--- src/memStagePkg.sv ---
// memory stage shared definitions
// access kinds, exception codes, the execute-to-memory bundle and
// the word view used for byte and halfword lane handling

`default_nettype none

package memStagePkg;

    // ==================================================================
    // access kinds
    // ==================================================================
    typedef enum logic [2:0] {
        loadNone  = 3'd0,
        loadByteS = 3'd1,
        loadByteU = 3'd2,
        loadHalfS = 3'd3,
        loadHalfU = 3'd4,
        loadWord  = 3'd5
    } loadKind;

    typedef enum logic [1:0] {
        storeNone = 2'd0,
        storeByte = 2'd1,
        storeHalf = 2'd2,
        storeWord = 2'd3
    } storeKind;

    typedef enum logic [1:0] {
        wbAlu  = 2'd0,
        wbLoad = 2'd1,
        wbHi   = 2'd2,
        wbLo   = 2'd3
    } wbSource;

    // ==================================================================
    // exceptions
    // ==================================================================
    // zero means no exception, so an all-zero bundle is a clean bubble
    typedef enum logic [4:0] {
        excNone = 5'h00,
        excInt  = 5'h01,
        excAdEL = 5'h04,
        excAdES = 5'h05,
        excSys  = 5'h08,
        excBp   = 5'h09,
        excRi   = 5'h0a,
        excOv   = 5'h0c,
        excTrap = 5'h0d
    } exceptCode;

    typedef struct packed {
        exceptCode   code;
        logic [31:0] badVAddr;
    } exceptInfo;

    // one data word seen as byte lanes or halfword lanes
    typedef union packed {
        logic [3:0][7:0]  bytes;
        logic [1:0][15:0] halves;
    } memWord;

    // ==================================================================
    // pipeline bundles
    // ==================================================================
    typedef struct packed {
        logic [31:0] aluOut;
        logic [31:0] storeData;
        logic [31:0] pc;
        logic [4:0]  dst;
        logic        regWrite;
        loadKind     ldKind;
        storeKind    stKind;
        wbSource     wbSrc;
        logic [31:0] hi;
        logic [31:0] lo;
        exceptInfo   exc;
    } exeMemBundle;

    typedef struct packed {
        logic [31:0] loadData;
        logic [3:0]  byteEnable;
        logic        memWrite;
    } lsuResult;

endpackage

`default_nettype wire

--- src/exeMemReg.sv ---
// execute to memory pipeline register
// captures the execute bundle on the write strobe and loads a bubble on flush

`timescale 1ns/100ps
`default_nettype none

module exeMemReg
    import memStagePkg::*;
(
    input  logic        clk,
    input  logic        rst,
    input  logic        flush,
    input  logic        memWr,
    input  exeMemBundle exeIn,
    output exeMemBundle memIn
);

    // flush wins over the write strobe
    always_ff @(posedge clk or negedge rst) begin
        if (!rst) begin
            memIn <= '0;
        end else if (flush) begin
            memIn <= '0;
        end else if (memWr) begin
            memIn <= exeIn;
        end
    end

    // ==================================================================
    // checks
    // ==================================================================

    // a flushed slot must look like a bubble downstream
    flushGivesBubble: assert property (
        @(posedge clk) disable iff (!rst)
        flush |=> (memIn == '0)
    ) else $error("exeMemReg: bundle not cleared after flush");

    // register zero is never a writeback target
    noWriteToZero: assert property (
        @(posedge clk) disable iff (!rst)
        !(memIn.regWrite && (memIn.dst == 5'd0))
    ) else $error("exeMemReg: regWrite set with dst zero");

endmodule

`default_nettype wire

--- src/loadStoreUnit.sv ---
// load/store unit
// builds byte enables and lane-replicated store data for the data memory,
// then picks the addressed byte or half out of the read word and extends it

`timescale 1ns/100ps
`default_nettype none

module loadStoreUnit
    import memStagePkg::*;
(
    input  exeMemBundle memIn,
    input  logic [31:0] dataRdata,
    output logic [31:0] dataAddr,
    output logic [31:0] dataWdata,
    output lsuResult    lsu
);

    logic [1:0] offset;
    memWord     wrWord;
    memWord     rdWord;
    logic [3:0] byteEn;
    logic [7:0] selByte;
    logic [15:0] selHalf;

    assign offset   = memIn.aluOut[1:0];
    assign dataAddr = {memIn.aluOut[31:2], 2'b00};

    // ==================================================================
    // store side
    // ==================================================================
    always_comb begin
        wrWord = memIn.storeData;
        byteEn = 4'b0000;
        case (memIn.stKind)
            storeByte: begin
                wrWord.bytes = {4{memIn.storeData[7:0]}};
                byteEn       = 4'b0001 << offset;
            end
            storeHalf: begin
                wrWord.halves = {2{memIn.storeData[15:0]}};
                // address bit 1 picks the upper half
                byteEn        = offset[1] ? 4'b1100 : 4'b0011;
            end
            storeWord: begin
                byteEn = 4'b1111;
            end
            default: begin
                byteEn = 4'b0000;
            end
        endcase
    end

    assign dataWdata = wrWord;

    // ==================================================================
    // load side
    // ==================================================================
    assign rdWord  = dataRdata;
    assign selByte = rdWord.bytes[offset];
    assign selHalf = rdWord.halves[offset[1]];

    always_comb begin
        case (memIn.ldKind)
            loadByteS: lsu.loadData = {{24{selByte[7]}}, selByte};
            loadByteU: lsu.loadData = {24'd0, selByte};
            loadHalfS: lsu.loadData = {{16{selHalf[15]}}, selHalf};
            loadHalfU: lsu.loadData = {16'd0, selHalf};
            loadWord:  lsu.loadData = rdWord;
            default:   lsu.loadData = 32'd0;
        endcase
        lsu.byteEnable = byteEn;
        // exception gating happens in the writeback combiner
        lsu.memWrite   = (memIn.stKind != storeNone);
    end

    // byte store drives one lane, and that lane carries the store byte
    always_comb begin
        if (memIn.stKind == storeByte) begin
            byteStoreOneLane: assert final (
                $onehot(lsu.byteEnable) &&
                (wrWord.bytes[offset] == memIn.storeData[7:0])
            ) else $error("loadStoreUnit: bad byte store lane");
        end
    end

endmodule

`default_nettype wire

--- src/memExceptCheck.sv ---
// memory stage exception check
// flags misaligned half and word accesses, earlier exceptions take priority

`timescale 1ns/100ps
`default_nettype none

module memExceptCheck
    import memStagePkg::*;
(
    input  exeMemBundle memIn,
    output exceptInfo   except
);

    logic halfAccess;
    logic wordAccess;
    logic misaligned;
    logic isStore;

    assign halfAccess = (memIn.ldKind == loadHalfS) || (memIn.ldKind == loadHalfU) ||
                        (memIn.stKind == storeHalf);
    assign wordAccess = (memIn.ldKind == loadWord) || (memIn.stKind == storeWord);
    assign misaligned = (halfAccess && memIn.aluOut[0]) ||
                        (wordAccess && (memIn.aluOut[1:0] != 2'b00));
    assign isStore    = (memIn.stKind != storeNone);

    always_comb begin
        if (memIn.exc.code != excNone) begin
            // passed through untouched
            except = memIn.exc;
        end else if (misaligned) begin
            except.code     = isStore ? excAdES : excAdEL;
            except.badVAddr = memIn.aluOut;
        end else begin
            except.code     = excNone;
            except.badVAddr = 32'd0;
        end
    end

    // decode upstream never issues a load and a store together
    always_comb begin
        oneAccessKind: assert final (
            (memIn.ldKind == loadNone) || (memIn.stKind == storeNone)
        ) else $error("memExceptCheck: load and store both active");
    end

endmodule

`default_nettype wire

--- src/memWriteback.sv ---
// memory stage writeback combiner
// picks the register writeback word and blocks register and memory
// writes whenever an exception is pending

`timescale 1ns/100ps
`default_nettype none

module memWriteback
    import memStagePkg::*;
(
    input  exeMemBundle memIn,
    input  lsuResult    lsu,
    input  exceptInfo   except,
    output logic        dataWe,
    output logic [3:0]  dataBe,
    output logic        regWe,
    output logic [4:0]  regDst,
    output logic [31:0] regWdata
);

    logic excActive;

    assign excActive = (except.code != excNone);

    // ==================================================================
    // writeback select
    // ==================================================================
    always_comb begin
        case (memIn.wbSrc)
            wbAlu:   regWdata = memIn.aluOut;
            wbLoad:  regWdata = lsu.loadData;
            wbHi:    regWdata = memIn.hi;
            wbLo:    regWdata = memIn.lo;
            default: regWdata = memIn.aluOut;
        endcase
    end

    // ==================================================================
    // write gating
    // ==================================================================
    // faulting instruction must leave no trace in memory or registers
    assign dataWe = lsu.memWrite && !excActive;
    assign dataBe = excActive ? 4'b0000 : lsu.byteEnable;
    assign regWe  = memIn.regWrite && !excActive;
    assign regDst = memIn.dst;

endmodule

`default_nettype wire

--- src/memStage.sv ---
// memory stage top
// pipeline register feeding the load/store unit and the exception check
// side by side, both merged by the writeback combiner

`timescale 1ns/100ps
`default_nettype none

module memStage
    import memStagePkg::*;
(
    input  logic        clk,
    input  logic        rst,
    input  logic        flush,
    input  logic        memWr,
    input  exeMemBundle exeIn,
    input  logic [31:0] dataRdata,
    output logic [31:0] dataAddr,
    output logic [31:0] dataWdata,
    output logic        dataWe,
    output logic [3:0]  dataBe,
    output logic        regWe,
    output logic [4:0]  regDst,
    output logic [31:0] regWdata,
    output exceptInfo   except
);

    exeMemBundle memIn;
    lsuResult    lsu;

    exeMemReg i_exeMemReg (
        .clk   (clk),
        .rst   (rst),
        .flush (flush),
        .memWr (memWr),
        .exeIn (exeIn),
        .memIn (memIn)
    );

    // the two parallel halves of the stage
    loadStoreUnit i_loadStoreUnit (
        .memIn     (memIn),
        .dataRdata (dataRdata),
        .dataAddr  (dataAddr),
        .dataWdata (dataWdata),
        .lsu       (lsu)
    );

    memExceptCheck i_memExceptCheck (
        .memIn  (memIn),
        .except (except)
    );

    memWriteback i_memWriteback (
        .memIn    (memIn),
        .lsu      (lsu),
        .except   (except),
        .dataWe   (dataWe),
        .dataBe   (dataBe),
        .regWe    (regWe),
        .regDst   (regDst),
        .regWdata (regWdata)
    );

endmodule

`default_nettype wire

--- config.mk ---
export PLATFORM = sky130hd
export DESIGN_NAME = memStage
export DESIGN_NICKNAME = d
export VERILOG_FILES = /design/src/memStagePkg.sv /design/src/exeMemReg.sv /design/src/loadStoreUnit.sv /design/src/memExceptCheck.sv /design/src/memWriteback.sv /design/src/memStage.sv
export SDC_FILE = /design/constraint.sdc
export NUM_CORES = 1
export LEC_CHECK = 0
export BUFFER_PORTS_ARGS = -buffer_cell sky130_fd_sc_hd__buf_2
export CAP_MARGIN = 10
export CORE_ASPECT_RATIO = 1.4
export CORE_MARGIN = 1
export CORE_UTILIZATION = 30
export DETAILED_ROUTE_END_ITERATION = 16
export SYNTH_ARGS = -nofsm -noshare
export SYNTH_HDL_FRONTEND = slang
export SYNTH_SLANG_ARGS = --single-unit
--- constraint.sdc ---
create_clock -name clk -period 5.9 [get_ports clk]
set_clock_uncertainty 0.15 [all_clocks]
set_input_delay 1.18 -clock clk [delete_from_list [all_inputs] [get_ports clk]]
set_output_delay 1.18 -clock clk [all_outputs]
set_load 0.02 [all_outputs]
==> summary.md <==
| Metric | Value |
|---|---|
| Netlist cell types | `just under 50` |
| Final Critical Period | `4.74 ns` |
| Area leader, netlist | `dfrtp_1` |
| Hold depth | `2` |
| Area of the multi-input gates | `4840 sq um` |
| WHS | `~0.37 ns` |
| Site Rows | `79` |
| Gate Count Post-Synth | `1024` |
| Hold_buf cts | `0` |
| Hold Path Class | `flip-flop to flip-flop` |
| Cells after DPL | `1704` |
| Largest registers | `i_exeMemReg.memIn: 178 flops` |
| IO Port Bufs | `355` |
| GP Congestion | `around 0.8` |
| Worst skew pair latency | `0.45 ns` |
| # clock sinks | `between 150 and 200` |
| Peak supply drop | `0.182 mV` |
| Leak | `around 6.4 nW` |
| Most used flip-flop cell after synthesis | `dfrtp_1` |
| Hold Path Origin | `i_exeMemReg.memIn[110]` |
| HPWL Detailed | `26.7 mm` |
| Ratio of cells with drive above 1 in the final layout | `0.334` |
| CTS root buffer | `clkbuf_16` |
| Utilization after layout | `0.373` |
| Post-DRT Antenna Nets | `0` |
| Initial antenna violation count | `19` |
| Register area | `4460 sq um` |
| Setup-failing EPs final | `0` |
| Status | `finished, final reports clean` |
| Mapped cell area | `approximately 10000 sq um` |
| Pins Over Slew Limit | `0` |
| R2R setup slack | `between 4 and 5 ns` |
| Commonest cells in the synthesized netlist | `nor2_1 (193), mux2i_1 (181), dfrtp_1 (178)` |
| Post-CTS Setup Bufs | `0` |
| DRC errors left | `0` |
| CTS clk-pin slew, worst paths | `0.07 ns` |
| Crit path from | `i_exeMemReg.memIn[106]` |
| Relative slew slack | `0.286` |
| H-tree depth | `4` |
| EDFF count, synth | `0` |
| Total CTS buffers | `17` |
| Synthesized area per cell | `9.89 sq um` |
| Fin cells | `1747` |
| FILL cells | `3469` |
| First-pass GRT wire length | `53.4 mm` |
| Most numerous cell in the Yosys netlist | `nor2_1` |
| Grt total ovfl | `0` |
| Max Freq | `~210 MHz` |
| Placed Area | `between 10000 and 15000 sq um` |
| Maximum clock insertion buffer count | `2` |
| Setup WS post-layout | `1.16 ns` |
| Setup TNS | `0 ns` |
| Asr flop ratio synth | `1.00` |
| Die Span Y | `219 um` |
| Die Wd | `157 um` |
| Final instance area | `12400 sq um` |
| Total Routed Length | `36.8 mm` |
| Biggest register | `i_exeMemReg.memIn` |
| Yosys warns | `0` |
| Nets | `1528` |
| Full die area | `34500 sq um` |
| Reg2Reg Depth | `3` |
| Fin crit share | `0.803` |
| #FFs+latches synth | `178` |
| Max-cap viol count | `0` |
| CP startpoint kind | `flip-flop` |
| Pin count of the biggest net entering global routing | `87` |
| Pre-CTS setup slack | `~1.6 ns` |
| Register area share after synthesis | `0.440` |
| PostCTS Resize Cnt | `0` |
| Max reg flops | `~180` |
| Vias in the first global route | `8598` |
| Measured slew at the worst slew-check pin | `1.07 ns` |
| RSZ-0062 raised after global routing | `no` |
| Reg2reg start | `i_exeMemReg.memIn[179]` |
| Drt initial violations | `575` |
| CTS tree | `done` |
| Core ar. | `33200 sq um` |
| GRT Util Overall | `0.213` |
| Crit. End Element | `primary output` |
| Top post-synthesis cells by area | `dfrtp_1 (44%), mux2i_1 (18%), nor2_1 (7.2%)` |
| Tot Pwr | `between 3 and 4 mW` |
| Via Count | `slightly below 9000` |
| Pre-Repair DR Iteration Count | `4` |
| Initial core utilization | `0.305` |
| WL/cell | `21.1 um` |
| Drt via density | `5.03` |
| CP required | `4.57 ns` |
| Critical-path maximum fanout | `27` |
| Synthesis-to-layout area growth | `22.3%` |
| Hold EP | `i_exeMemReg.memIn[110]` |
| Yosys top cell area share | `0.440` |
| Worst r2r dst | `i_exeMemReg.memIn[179]` |
| Setup CP Type | `flip-flop to primary output` |
| Final hold vios | `0` |
| Pwr dens | `256 nW/um^2` |
| Number of top-level pins | `390` |
| Crit path DAT | `3.41 ns` |
[worst max-delay path: stages, from the launching register on]
cell,delay [ns]
dfrtp_1,0.56
and3b_1,0.83
o21ai_4,0.10
a211oi_4,0.50
buf_4,0.49
a22o_1,0.25
buf_2,0.18
[cell type report]
cell class,count,area share
diodes,11,0.00222
clock buffers,20,0.0361
clock inverters,12,0.00858
inverters,13,0.00394
multi-input cells,701,0.391
flip-flops and latches,178,0.360
well taps,445,0.0449
repair buffers,367,0.154
[metal layers]
layer | routed length, um | share of wire | global-route usage
met1 | 14700 | 0.40 | 0.250
met2 | 18200 | 0.49 | 0.355
met5 | 121 | 0.0033 | 0
met3 | 2600 | 0.071 | 0.0616
met4 | 1210 | 0.033 | 0.0964
[cell families (layout without fill, tap and decap cells)]
group                    after synthesis  in the layout  share of synthesized area
other                                  1             13                   0.000370
flip-flops                           178            178                      0.440
multiplexers                         202            202                      0.211
adder cells (fa/ha/maj)                4              4                    0.00494
AO/OA/AOI/OAI                        201            201                      0.143
buffers and inverters                146            412                     0.0828
AND/OR/NAND/NOR                      291            291                      0.118
XOR/XNOR                               1              1                   0.000865
[placed cells by master (no fill, tap or decap), types with 18 or more instances in the layout]
cell type	n
a21oi_1	30
a22o_1	42
buf_2	352
dfrtp_1	176
mux2i_1	181
nand2_1	70
nor2_1	193
o21ai_0	18
o22ai_1	41
[report_power, final]
part | internal (mW) | switching [mW] | total, mW
sequential | 1.29 | 0.0682 | 1.36
combinational | 0.267 | 0.425 | 0.692
clock | 0.593 | 0.529 | 1.12
[worst max-delay path by stage]
stage / cells after the start / slack, ns / endpoint
3_3_place_gp: 6 / 1.64 / except[14]
4_1_cts: 6 / 1.13 / except[14]
3_5_place_dp: 6 / 1.63 / except[14]
6_report: 6 / 1.16 / except[14]
5_1_grt: 6 / 1.02 / except[14]
2_1_floorplan: 5 / 2.28 / regWdata[16]
(Power assumes the default switching activity.)
